--- src/design/remap_cfg_pkg.sv ---
/*
 * Configuration constants of the AXI ID remapper
 * - Default table size and burst limit per table entry
 * - ID widths of the slave and master ports
 * - Address and data widths shared by both ports
 */
package remap_cfg_pkg;

  // Number of output IDs per table, so the master port needs two ID bits
  localparam int unsigned DefaultTableSize = 4;

  // Bursts that may share one output ID at a time
  localparam int unsigned DefaultMaxTxns = 3;

  // Slave side carries the wide IDs, master side only the table index
  localparam int unsigned SlvIdWidth = 6;
  localparam int unsigned MstIdWidth = 2;

  localparam int unsigned AddrWidth = 32;
  localparam int unsigned DataWidth = 32;

endpackage

--- src/design/remap_types_pkg.sv ---
/*
 * Types of the AXI ID remapper
 * - ID types of both ports
 * - Address, data, response and burst length payload types
 * - State encoding of the request issue FSM
 */
package remap_types_pkg;

  // IDs on the two sides of the remapper
  typedef logic [remap_cfg_pkg::SlvIdWidth-1:0] slv_id_t;
  typedef logic [remap_cfg_pkg::MstIdWidth-1:0] mst_id_t;

  // Payload fields that pass the remapper unchanged
  typedef logic [remap_cfg_pkg::AddrWidth-1:0] addr_t;
  typedef logic [remap_cfg_pkg::DataWidth-1:0] data_t;
  typedef logic [1:0]                          resp_t;
  typedef logic [7:0]                          len_t;

  // IssueHold keeps an accepted request on the master port until it is taken
  typedef enum logic {
    IssueReady = 1'b0,
    IssueHold  = 1'b1
  } issue_state_e;

endpackage

--- src/design/remap_table_if.sv ---
/*
 * Connection bundle of one remap table
 * - Push and lookup signals used by the request issue FSM
 * - Pop signals used by the response ID restore logic
 * - Modports for the issue side, the table itself and the restore side
 */
`timescale 1ns/1ns

interface remap_table_if #(
  parameter int unsigned TableSize = remap_cfg_pkg::DefaultTableSize
);
  import remap_types_pkg::*;

  localparam int unsigned IdxWidth = $clog2(TableSize) > 0 ? $clog2(TableSize) : 1;
  typedef logic [IdxWidth-1:0] idx_t;

  // New burst entering the table
  logic    push;
  slv_id_t push_inp_id;
  idx_t    push_oup_id;

  // Search for the input ID of the pending request
  slv_id_t lookup_id;
  logic    exists;
  idx_t    exists_oup_id;
  logic    exists_full;
  logic    full;
  idx_t    free_oup_id;

  // Pop carries the raw master-side ID of the response
  logic    pop;
  mst_id_t pop_oup_id;
  slv_id_t pop_inp_id;

  modport issue (
    output push, push_inp_id, push_oup_id, lookup_id,
    input  exists, exists_oup_id, exists_full, full, free_oup_id
  );

  modport table_side (
    input  push, push_inp_id, push_oup_id, lookup_id, pop, pop_oup_id,
    output exists, exists_oup_id, exists_full, full, free_oup_id, pop_inp_id
  );

  modport restore (
    output pop, pop_oup_id,
    input  pop_inp_id
  );

endinterface

--- src/design/ax_issue.sv ---
/*
 * Request issue FSM for one address channel (AW or AR)
 * - Chooses the reused or the lowest free output ID from the table flags
 * - Forwards the request and pushes it into the table in the same cycle
 * - Holds valid and output ID while the master port applies back-pressure
 */
`timescale 1ns/1ns

module ax_issue #(
  parameter int unsigned TableSize = remap_cfg_pkg::DefaultTableSize
) (
  input  logic                     clk_i,
  input  logic                     rst_ni,
  input  logic                     slv_valid_i,
  input  remap_types_pkg::slv_id_t slv_id_i,
  output logic                     slv_ready_o,
  output logic                     mst_valid_o,
  output remap_types_pkg::mst_id_t mst_id_o,
  input  logic                     mst_ready_i,
  remap_table_if.issue             tbl
);
  import remap_types_pkg::*;

  localparam int unsigned IdxWidth = $clog2(TableSize) > 0 ? $clog2(TableSize) : 1;
  typedef logic [IdxWidth-1:0] idx_t;

  issue_state_e state_d, state_q;
  idx_t         held_id_d, held_id_q;
  idx_t         oup_id;
  logic         slot_ok;

  // The table is searched with the ID of the request waiting on the slave port
  assign tbl.lookup_id   = slv_id_i;
  assign tbl.push_inp_id = slv_id_i;

  // A known input ID needs room in its entry, a new one needs any free entry
  assign slot_ok = tbl.exists ? !tbl.exists_full : !tbl.full;

  always_comb begin
    state_d     = state_q;
    held_id_d   = held_id_q;
    oup_id      = held_id_q;
    mst_valid_o = 1'b0;
    slv_ready_o = 1'b0;
    tbl.push    = 1'b0;

    unique case (state_q)
      IssueReady: begin
        // Reusing the output ID of an in-flight burst keeps responses in order
        oup_id = tbl.exists ? tbl.exists_oup_id : tbl.free_oup_id;
        if (slv_valid_i && slot_ok) begin
          mst_valid_o = 1'b1;
          slv_ready_o = mst_ready_i;
          tbl.push    = 1'b1;
          if (!mst_ready_i) begin
            held_id_d = oup_id;
            state_d   = IssueHold;
          end
        end
      end
      IssueHold: begin
        // The burst is already in the table, only the handshake is pending
        mst_valid_o = 1'b1;
        slv_ready_o = mst_ready_i;
        if (mst_ready_i) begin
          state_d = IssueReady;
        end
      end
      default: state_d = IssueReady;
    endcase
  end

  assign tbl.push_oup_id = oup_id;
  assign mst_id_o        = mst_id_t'(oup_id);

  always_ff @(posedge clk_i or negedge rst_ni) begin
    if (!rst_ni) begin
      state_q   <= IssueReady;
      held_id_q <= '0;
    end else begin
      state_q   <= state_d;
      held_id_q <= held_id_d;
    end
  end

  // A request offered to the master stays there unchanged until accepted
  a_hold_stable: assert property (@(posedge clk_i) disable iff (!rst_ni)
    mst_valid_o && !mst_ready_i |=> mst_valid_o && $stable(mst_id_o));

endmodule

--- src/design/axi_id_remap_top.sv ---
/*
 * AXI ID remapper from a wide-ID slave port to a narrow-ID master port
 * - Separate write and read remap tables
 * - One issue FSM per address channel
 * - Shared restore logic for B and R responses
 * - Address, length, data, response and last pass through unchanged
 */
`timescale 1ns/1ns

module axi_id_remap_top #(
  parameter int unsigned TableSize = remap_cfg_pkg::DefaultTableSize,
  parameter int unsigned MaxTxns   = remap_cfg_pkg::DefaultMaxTxns
) (
  input  logic                     clk_i,
  input  logic                     rst_ni,
  // AW channel
  input  logic                     slv_aw_valid_i,
  input  remap_types_pkg::slv_id_t slv_aw_id_i,
  input  remap_types_pkg::addr_t   slv_aw_addr_i,
  input  remap_types_pkg::len_t    slv_aw_len_i,
  output logic                     slv_aw_ready_o,
  output logic                     mst_aw_valid_o,
  output remap_types_pkg::mst_id_t mst_aw_id_o,
  output remap_types_pkg::addr_t   mst_aw_addr_o,
  output remap_types_pkg::len_t    mst_aw_len_o,
  input  logic                     mst_aw_ready_i,
  // AR channel
  input  logic                     slv_ar_valid_i,
  input  remap_types_pkg::slv_id_t slv_ar_id_i,
  input  remap_types_pkg::addr_t   slv_ar_addr_i,
  input  remap_types_pkg::len_t    slv_ar_len_i,
  output logic                     slv_ar_ready_o,
  output logic                     mst_ar_valid_o,
  output remap_types_pkg::mst_id_t mst_ar_id_o,
  output remap_types_pkg::addr_t   mst_ar_addr_o,
  output remap_types_pkg::len_t    mst_ar_len_o,
  input  logic                     mst_ar_ready_i,
  // B channel
  input  logic                     mst_b_valid_i,
  input  remap_types_pkg::mst_id_t mst_b_id_i,
  input  remap_types_pkg::resp_t   mst_b_resp_i,
  output logic                     mst_b_ready_o,
  output logic                     slv_b_valid_o,
  output remap_types_pkg::slv_id_t slv_b_id_o,
  output remap_types_pkg::resp_t   slv_b_resp_o,
  input  logic                     slv_b_ready_i,
  // R channel
  input  logic                     mst_r_valid_i,
  input  remap_types_pkg::mst_id_t mst_r_id_i,
  input  remap_types_pkg::data_t   mst_r_data_i,
  input  remap_types_pkg::resp_t   mst_r_resp_i,
  input  logic                     mst_r_last_i,
  output logic                     mst_r_ready_o,
  output logic                     slv_r_valid_o,
  output remap_types_pkg::slv_id_t slv_r_id_o,
  output remap_types_pkg::data_t   slv_r_data_o,
  output remap_types_pkg::resp_t   slv_r_resp_o,
  output logic                     slv_r_last_o,
  input  logic                     slv_r_ready_i
);

  remap_table_if #(.TableSize(TableSize)) wr_tbl ();
  remap_table_if #(.TableSize(TableSize)) rd_tbl ();

  // Payload is never touched, only IDs and address handshakes are
  assign mst_aw_addr_o = slv_aw_addr_i;
  assign mst_aw_len_o  = slv_aw_len_i;
  assign mst_ar_addr_o = slv_ar_addr_i;
  assign mst_ar_len_o  = slv_ar_len_i;

  assign slv_b_valid_o = mst_b_valid_i;
  assign slv_b_resp_o  = mst_b_resp_i;
  assign mst_b_ready_o = slv_b_ready_i;

  assign slv_r_valid_o = mst_r_valid_i;
  assign slv_r_data_o  = mst_r_data_i;
  assign slv_r_resp_o  = mst_r_resp_i;
  assign slv_r_last_o  = mst_r_last_i;
  assign mst_r_ready_o = slv_r_ready_i;

  ax_issue #(.TableSize(TableSize)) u_wr_issue (
    .clk_i       (clk_i),
    .rst_ni      (rst_ni),
    .slv_valid_i (slv_aw_valid_i),
    .slv_id_i    (slv_aw_id_i),
    .slv_ready_o (slv_aw_ready_o),
    .mst_valid_o (mst_aw_valid_o),
    .mst_id_o    (mst_aw_id_o),
    .mst_ready_i (mst_aw_ready_i),
    .tbl         (wr_tbl.issue)
  );

  ax_issue #(.TableSize(TableSize)) u_rd_issue (
    .clk_i       (clk_i),
    .rst_ni      (rst_ni),
    .slv_valid_i (slv_ar_valid_i),
    .slv_id_i    (slv_ar_id_i),
    .slv_ready_o (slv_ar_ready_o),
    .mst_valid_o (mst_ar_valid_o),
    .mst_id_o    (mst_ar_id_o),
    .mst_ready_i (mst_ar_ready_i),
    .tbl         (rd_tbl.issue)
  );

  id_remap_table #(.TableSize(TableSize), .MaxTxns(MaxTxns)) u_wr_table (
    .clk_i  (clk_i),
    .rst_ni (rst_ni),
    .tbl    (wr_tbl.table_side)
  );

  id_remap_table #(.TableSize(TableSize), .MaxTxns(MaxTxns)) u_rd_table (
    .clk_i  (clk_i),
    .rst_ni (rst_ni),
    .tbl    (rd_tbl.table_side)
  );

  resp_id_restore u_restore (
    .mst_b_valid_i (mst_b_valid_i),
    .mst_b_id_i    (mst_b_id_i),
    .slv_b_ready_i (slv_b_ready_i),
    .slv_b_id_o    (slv_b_id_o),
    .mst_r_valid_i (mst_r_valid_i),
    .mst_r_id_i    (mst_r_id_i),
    .mst_r_last_i  (mst_r_last_i),
    .slv_r_ready_i (slv_r_ready_i),
    .slv_r_id_o    (slv_r_id_o),
    .wr            (wr_tbl.restore),
    .rd            (rd_tbl.restore)
  );

endmodule

--- src/design/id_remap_table.sv ---
/*
 * Remap table indexed by output ID
 * - Each entry holds an input ID and a count of bursts in flight
 * - Priority search for the lowest free output ID
 * - Match of the lookup ID against busy entries
 * - Counter update on push and pop, both possible in one cycle
 */
`timescale 1ns/1ns

module id_remap_table #(
  parameter int unsigned TableSize = remap_cfg_pkg::DefaultTableSize,
  parameter int unsigned MaxTxns   = remap_cfg_pkg::DefaultMaxTxns
) (
  input  logic              clk_i,
  input  logic              rst_ni,
  remap_table_if.table_side tbl
);
  import remap_types_pkg::*;

  localparam int unsigned IdxWidth = $clog2(TableSize) > 0 ? $clog2(TableSize) : 1;
  localparam int unsigned CntWidth = $clog2(MaxTxns + 1);
  typedef logic [IdxWidth-1:0] idx_t;
  typedef logic [CntWidth-1:0] cnt_t;

  slv_id_t              inp_id_q [TableSize];
  cnt_t                 cnt_q    [TableSize];
  logic [TableSize-1:0] busy;
  logic [TableSize-1:0] match;
  logic [TableSize-1:0] push_hit;
  logic [TableSize-1:0] pop_hit;
  idx_t                 pop_idx;
  idx_t                 free_id;
  idx_t                 match_id;

  // Master IDs are at least as wide as the index, the upper bits stay zero
  assign pop_idx = idx_t'(tbl.pop_oup_id);

  for (genvar i = 0; i < TableSize; i++) begin : gen_entry
    assign busy[i]     = cnt_q[i] != '0;
    assign match[i]    = busy[i] && (inp_id_q[i] == tbl.lookup_id);
    assign push_hit[i] = tbl.push && (tbl.push_oup_id == idx_t'(i));
    assign pop_hit[i]  = tbl.pop && (pop_idx == idx_t'(i));
  end

  // Walking down from the top leaves the lowest hit in place
  always_comb begin
    free_id  = '0;
    match_id = '0;
    for (int i = TableSize - 1; i >= 0; i--) begin
      if (!busy[i]) begin
        free_id = idx_t'(i);
      end
      if (match[i]) begin
        match_id = idx_t'(i);
      end
    end
  end

  assign tbl.free_oup_id   = free_id;
  assign tbl.full          = &busy;
  assign tbl.exists        = |match;
  assign tbl.exists_oup_id = match_id;
  assign tbl.exists_full   = cnt_q[match_id] == cnt_t'(MaxTxns);
  assign tbl.pop_inp_id    = inp_id_q[pop_idx];

  // Input IDs only mean something while the counter of their entry is nonzero
  always_ff @(posedge clk_i) begin
    if (tbl.push) begin
      inp_id_q[tbl.push_oup_id] <= tbl.push_inp_id;
    end
  end

  always_ff @(posedge clk_i or negedge rst_ni) begin
    if (!rst_ni) begin
      for (int i = 0; i < TableSize; i++) begin
        cnt_q[i] <= '0;
      end
    end else begin
      for (int i = 0; i < TableSize; i++) begin
        cnt_q[i] <= cnt_q[i] + cnt_t'(push_hit[i]) - cnt_t'(pop_hit[i]);
      end
    end
  end

  // A push either opens a free entry or joins the entry of its own input ID
  a_push_target: assert property (@(posedge clk_i) disable iff (!rst_ni)
    tbl.push |-> !busy[tbl.push_oup_id] ||
                 (inp_id_q[tbl.push_oup_id] == tbl.push_inp_id));

  a_push_limit: assert property (@(posedge clk_i) disable iff (!rst_ni)
    tbl.push |-> cnt_q[tbl.push_oup_id] < cnt_t'(MaxTxns));

  // Every response popped by the restore logic belongs to a burst in flight
  a_pop_busy: assert property (@(posedge clk_i) disable iff (!rst_ni)
    tbl.pop |-> busy[pop_idx]);

  a_match_unique: assert property (@(posedge clk_i) disable iff (!rst_ni)
    $onehot0(match));

endmodule

--- src/design/resp_id_restore.sv ---
/*
 * Response ID restore for the B and R channels
 * - Looks up the original input ID by the returned output ID
 * - Pops a write burst on every B handshake
 * - Pops a read burst only on the R handshake that carries last
 */
`timescale 1ns/1ns

module resp_id_restore (
  input  logic                     mst_b_valid_i,
  input  remap_types_pkg::mst_id_t mst_b_id_i,
  input  logic                     slv_b_ready_i,
  output remap_types_pkg::slv_id_t slv_b_id_o,
  input  logic                     mst_r_valid_i,
  input  remap_types_pkg::mst_id_t mst_r_id_i,
  input  logic                     mst_r_last_i,
  input  logic                     slv_r_ready_i,
  output remap_types_pkg::slv_id_t slv_r_id_o,
  remap_table_if.restore           wr,
  remap_table_if.restore           rd
);

  // The table lookup is combinational, so the ID follows the response directly
  assign wr.pop_oup_id = mst_b_id_i;
  assign slv_b_id_o    = wr.pop_inp_id;
  assign rd.pop_oup_id = mst_r_id_i;
  assign slv_r_id_o    = rd.pop_inp_id;

  // Ready travels straight from the slave port, so this is the real handshake
  assign wr.pop = mst_b_valid_i && slv_b_ready_i;

  // Beats before last leave the read entry busy
  assign rd.pop = mst_r_valid_i && slv_r_ready_i && mst_r_last_i;

  // A response may only name an output ID whose entry has been written
  a_wr_id_known: assert final (!mst_b_valid_i || !$isunknown(slv_b_id_o));

  a_rd_id_known: assert final (!mst_r_valid_i || !$isunknown(slv_r_id_o));

endmodule

--- config.mk ---
export PLATFORM = sky130hd
export DESIGN_NAME = axi_id_remap_top
export DESIGN_NICKNAME = d
export VERILOG_FILES = /design/src/design/remap_cfg_pkg.sv /design/src/design/remap_types_pkg.sv /design/src/design/remap_table_if.sv /design/src/design/ax_issue.sv /design/src/design/axi_id_remap_top.sv /design/src/design/id_remap_table.sv /design/src/design/resp_id_restore.sv
export SDC_FILE = /design/constraint.sdc
export NUM_CORES = 1
export LEC_CHECK = 0
export BUFFER_PORTS_ARGS = -buffer_cell sky130_fd_sc_hd__buf_2
export CORE_MARGIN = 10
export CORE_UTILIZATION = 35
export DETAILED_ROUTE_END_ITERATION = 16
export GPL_TIMING_DRIVEN = 0
export PLACE_DENSITY = 0.72
export SYNTH_ARGS = -nofsm -noshare
export SYNTH_HDL_FRONTEND = slang
export SYNTH_HIERARCHICAL = 1
export SYNTH_SLANG_ARGS = --single-unit
--- constraint.sdc ---
create_clock -name clk_i -period 3.7 [get_ports clk_i]
set_clock_uncertainty 0.05 [all_clocks]
set_input_delay 0 -clock clk_i [delete_from_list [all_inputs] [get_ports clk_i]]
set_output_delay 0 -clock clk_i [all_outputs]
set_load 0.01 [all_outputs]
-- Yosys cells after proc, flatten, opt, wreduce, memory -nomap -nowiden
Memory sizes are Yosys's and may differ from the RTL's.
Cells that the tools add are included.
- output and inout bits: 141
- ROM bits: 0
- memories: 2
- bits of input ports: 143
- logic and storage cells: 159
- memory bits (writable): 48
- register bits after elaboration: 22
- latch bits: 0
- equal/unequal tests: 22
- bitwise gates (word level): 6
- reduce and logical (&&, ||, !) cells: 51
- shifts and indexed selects: 0
- divide/modulo/power cells: 0
- order comparisons: 2
- add/sub/neg operators: 16
- $mul: 0
- muxes and demuxes: 48
- memory list (name ; words ; width ; read ports ; clocked after Yosys merged registers in ; wr ports ; RTL line ; source):
    u_rd_table.inp_id_q ; 4 ; 6 ; 5 ; 0 ; 1 ; id_remap_table.sv:25 ; slv_id_t inp_id_q [TableSize];
    u_wr_table.inp_id_q ; 4 ; 6 ; 5 ; 0 ; 1 ; id_remap_table.sv:25 ;
- operators with widths (kind ; count):
    $eq A6 B6 Y1 ; 8
    $mux W2 ; 24
    $logic_and A1 B1 Y1 ; 29
    $eq A2 B2 Y1 const B ; 10
    $add A2 B1 Y2 ; 8
    $mux W1 ; 16
    $reduce_bool A2 Y1 ; 8
    $sub A2 B1 Y2 ; 8
    $pmux W1 S2 ; 6
    $bmux W2 S2 ; 2
    $eq A2 B1 Y1 const B ; 4
    $logic_not A2 Y1 ; 4
    $reduce_and A4 Y1 ; 2
    $reduce_or A4 Y1 ; 2
    $ge A3 B3 Y1 const B ; 2
    $not A2 Y3 ; 2
    $reduce_and A3 Y1 ; 2
    $logic_not A1 Y1 ; 4
    $not A1 Y1 ; 4

-- Logic depth before layout (Yosys ltp)
- depth in word-level cells: 19
- mapped depth: 17
- depth with buffers taken out: 16

-- Modules after synthesis
Netlist, hierarchy kept.
- by module, submodules not included (module ; seq. area each (um2) ; area an instance (um2) ; cells each ; instances):
    id_remap_table (u_wr_table) ; 920.9 ; 1776.7 ; 133 ; 1
    id_remap_table (u_rd_table) ; 920.9 ; 1754.2 ; 133 ; 1
    axi_id_remap_top ; 0.0 ; 908.4 ; 121 ; 1
    ax_issue ; 75.1 ; 301.5 ; 32 ; 2
    resp_id_restore ; 0.0 ; 132.6 ; 18 ; 1

-- Worst setup path before layout
Ideal clock, no wire load.
- path kind: reg2reg
- from: mem u_rd_table/inp_id_q[3][2] in the netlist's numbering
- to: reg u_rd_table/cnt_q[7] in the netlist's numbering
- arrival: 3589 ps
- data required time: 3527 ps
- path slack: -62 ps
- stages on the path, launching flop included: 15
- path buffers: 1
- clock period less this slack: 3762 ps
- library setup time: 123 ps
- cells stage by stage: edfxtp_1 > xor2_1 > or4_4 > nor4_4 > nor2b_1 > nand3_1 > mux2_2 > mux2_2 > buf_4 > or3b_2 > ha_1 > inv_1 > ha_1 > xnor2_1 > xnor2_1
- RTL lines (what ; RTL line ; source):
    from (decl) ; id_remap_table.sv:25 ;
    to (signal, indexed assignment) ; id_remap_table.sv:80 ; cnt_q[i] <= cnt_q[i] + cnt_t'(push_hit[i]) - cnt_t'(pop_hit[i]);
    to (decl) ; id_remap_table.sv:26 ; cnt_t cnt_q [TableSize];

==> results by group <==
STA
  • Worst hold slack: 138 ps
  • Post-route worst setup slack: 76.5 ps
  • Setup TNS: 0 ps
  • RSZ-0062 raised after global routing: yes
  • Fin crit period: 3620 ps
  • Fin. Hold Viols: 0
  • # setup viols final: 0
  • Final Cycle Share: 97.9%
  • Slew headroom: 49.1%
  • Maximum clock rate: 0.276 GHz
  • Worst-margin pin slew: 764 ps
  • Slew Limit Fails: 0

Global routing
  • Pin count of the biggest net entering global routing: 23
  • Vias in the first global route: 3995
  • First-pass GRT wire length: 24300 um
  • Total GRT Usage: 15.9%
  • Total grt overflow: 0
  • Initial antenna violation count: 0

Critical path
  • Flop-to-flop setup slack: 80 ps
  • Arr. time, crit path: 3830 ps
  • Startpoint Class: flop
  • Reg2reg end: u_wr_table/cnt_q[7]
  • CP Data Required Time: 3900 ps
  • Crit path kind: reg -> reg
  • R2R cell count: 14
  • Critical Path Fanout Max: 4
  • Crit Reg-Reg Startpoint: u_wr_table/inp_id_q[1][2]
  • Worst Setup End Kind: flop

Cells and area
  • Flip-flop and latch area: 1990 sq um
  • Fillers: 1336
  • Fin nets: 833
  • Ant diodes: 0
  • Syn-to-layout area delta: 35.1%
  • Fraction of layout cells with a size suffix above 1: 60.8%
  • Post-route cell area: 6990 sq um
  • Multi-input gate area: 1990 sq um

Route
  • DR iter-0 viols: 158
  • Post-Route WL: 17300 um
  • DR pass1 iterations: 4
  • Via-per-instance ratio: 4.47
  • Via Count: 3854
  • Antenna Violating Nets Remaining: 0
  • DR DRC count: 0
  • Avg WL per Cell: 20.1 um

Synthesis
  • Synthesis-stage register bit count: 70
  • Cells after Synth: 469
  • Register area share after synthesis: 38.5%
  • Post-synth cell types: 40
  • Area leader, netlist: edfxtp_1
  • Post-synth net total: 628
  • Post-synth top area share: 27.9%
  • Avg Inst Size Synth: 11.0 sq um
  • Mapped cell area: 5170 sq um
  • Synth warn: 6
  • Ranking of synthesized cells by area: edfxtp_1 28%, buf_4 24%, dfrtp_1 11%

Clocking
  • CTS tree: built
  • Clock Pin Slew Worst Setup and Hold Paths: 60 ps
  • CTS Root Buffer Type: clkbuf_16
  • Clock Tree Buf Depth: 2
  • CTS sink cnt: 70
  • CTS buffer count: 9
  • H-Tree Depth: 3
  • Clk Latency, worst-skew pair: 330 ps

Power and ir drop
  • NetSw: 0.00129 W
  • Power, Total: 0.00381 W
  • Clock power share: 23.8%
  • P_int: 0.00252 W
  • Static Leak: 3.38 nW
  • Part of the power in combinational logic: 42.8%
  • Pwr/cell area: 545 nW/um^2
  • Peak VDD IR: 0.000320 V
  • Sw frac: 33.9%
  • Register share of total power: 33.4%

Die
  • Die area: 20000 sq um
  • I/O pins: 284
  • Starting Density: 35.6%
  • Core Area: 14500 sq um
  • Chip height: 142 um
  • Floorplan row count: 44
  • Die W: 142 um

Job
  • Max Cap Violations: 0

Hold path
  • Hold Crit Class: in -> async

Placement
  • Dpl cell area: 6170 sq um
  • DP HPWL: 14400 um
  • Gpl congestion: 0.834
  • Setup WS pre-CTS: -146 ps
  • IO buf count: 151

Run status
  • Run status: finished clean
cells by family (layout without fill, tap and decap cells):
kind of cell,after synthesis,after routing,synth area share (%)
mux,28,28,8.78
buf+inv,188,398,25.6
simple gates,95,95,11.3
xor+xnor,64,64,10.8
fa+ha+maj,16,16,3.87
flops,70,70,38.5
compound gates,8,8,1.14
worst max-delay path, stage by stage (launching register included):
cell and delay (ps):
edfxtp_1 390, xor2_1 160, or4_4 530, nor4_4 240, nor2_1 100, nand2_2 130, mux2_4 310, mux2_2 270
buf_4 140, or3b_4 400, ha_1 280, inv_1 40, ha_1 170, xnor2_1 180, xnor2_1 140
power groups by stage:
stage	Clock [W]	Combinational, W	Sequential (W)
2_1_floorplan	0	0.00105	0.00124
3_3_place_gp	0	0.00143	0.00128
3_5_place_dp	0	0.00145	0.00129
4_1_cts	0.000932	0.00157	0.00127
5_1_grt	0.000985	0.00179	0.00130
6_report	0.000906	0.00163	0.00127
what timing repair did:
action                                  4_1_cts  5_1_grt
endpoints found under the hold margin        76        0
setup buffers                                17        7
hold buffers                                 19        0
pin swaps                                    13       19
endpoints found under the setup margin        3        6
resized for setup                            13       15
metal layers:
layer | wire length [um] | share of wire [%] | track usage (%) | vias to the layer above
met3 | 1430 | 8.2 | 5.01 | 17
met1 | 6750 | 39 | 18.5 | 1814
met4 | 266 | 1.5 | 4.63 | 0
li1 | - | - | - | 1835
met2 | 8870 | 51 | 27.5 | 188
met5 | 0 | 0 | 0 | -
registers in the layout (all words and copies together), names as in the netlist:
signal and count:
u_rd_table/inp_id_q 24, u_rd_issue/held_id_q 2, u_wr_issue/state_q 1, u_rd_issue/state_q 1, u_rd_table/cnt_q 8, u_wr_issue/held_id_q 2
u_wr_table/cnt_q 8, u_wr_table/inp_id_q 24
layout by cell type (no fill, tap or decap), types with 13 or more instances in the layout:
cell / netlist / layout
buf_4: 165 / 189
buf_2: 0 / 151
edfxtp_1: 48 / 48
xor2_1: 34 / 34
xnor2_1: 30 / 27
nor2_1: 26 / 24
dfrtp_1: 22 / 22
dlygate4sd3_1: 0 / 19
inv_1: 19 / 19
nand2_1: 16 / 14
ha_1: 16 / 13
synthesized netlist by cell type, drive strengths merged:
library cell,instances
edfxtp,48
a21boi,1
nor3,5
nor2,26
or4,6
inv,19
mux2i,3
buf,165
or4bb,1
dfrtp,22
mux4,12
a21oi,3
nand3b,2
a21o,1
nand2,16
xor2,34
nor4,10
or2,2
or3b,2
nor2b,3
and3,4
ha,16
nand4,1
and3b,2
nand2b,1
clkbuf,4
nor3b,2
o211ai,2
a41oi,1
xnor2,30
nand3,11
mux2,13
and2,1
worst max path at each step:
| stage | from | cells after the start | slack [ps] | end |
|---|---|---|---|---|
| floorplan | u_wr_table/inp_id_q[0][3] | 14 | 20 | u_wr_table/cnt_q[7] |
| global placement | u_wr_table/inp_id_q[0][3] | 14 | -180 | u_wr_table/cnt_q[7] |
| detailed placement | u_wr_table/inp_id_q[0][3] | 14 | -150 | u_wr_table/cnt_q[7] |
| CTS | u_wr_table/inp_id_q[1][2] | 14 | 6 | u_wr_table/cnt_q[7] |
| global route | u_wr_table/inp_id_q[3][4] | 14 | -110 | u_wr_table/cnt_q[7] |
| finish | u_wr_table/inp_id_q[1][2] | 14 | 80 | u_wr_table/cnt_q[7] |
cell type report:
cell class / instances / area share [%]
clock inverters: 7 / 1.38
repair buffers: 194 / 16.1
well taps: 184 / 3.29
flip-flops and latches: 70 / 28.5
inverters: 19 / 1.02
clock buffers: 9 / 3.22
multi-input cells: 211 / 28.5
plain buffers: 169 / 17.9
through the flow:
stage / utilization, % / instances
5_1_grt: 48.1 / 863
2_1_floorplan: - / 469
3_5_place_dp: 42.4 / 804
6_report: 48.1 / 863
4_1_cts: 47.2 / 856
3_3_place_gp: 42.4 / 804
No activity file was read; power rests on OpenSTA's default activity.
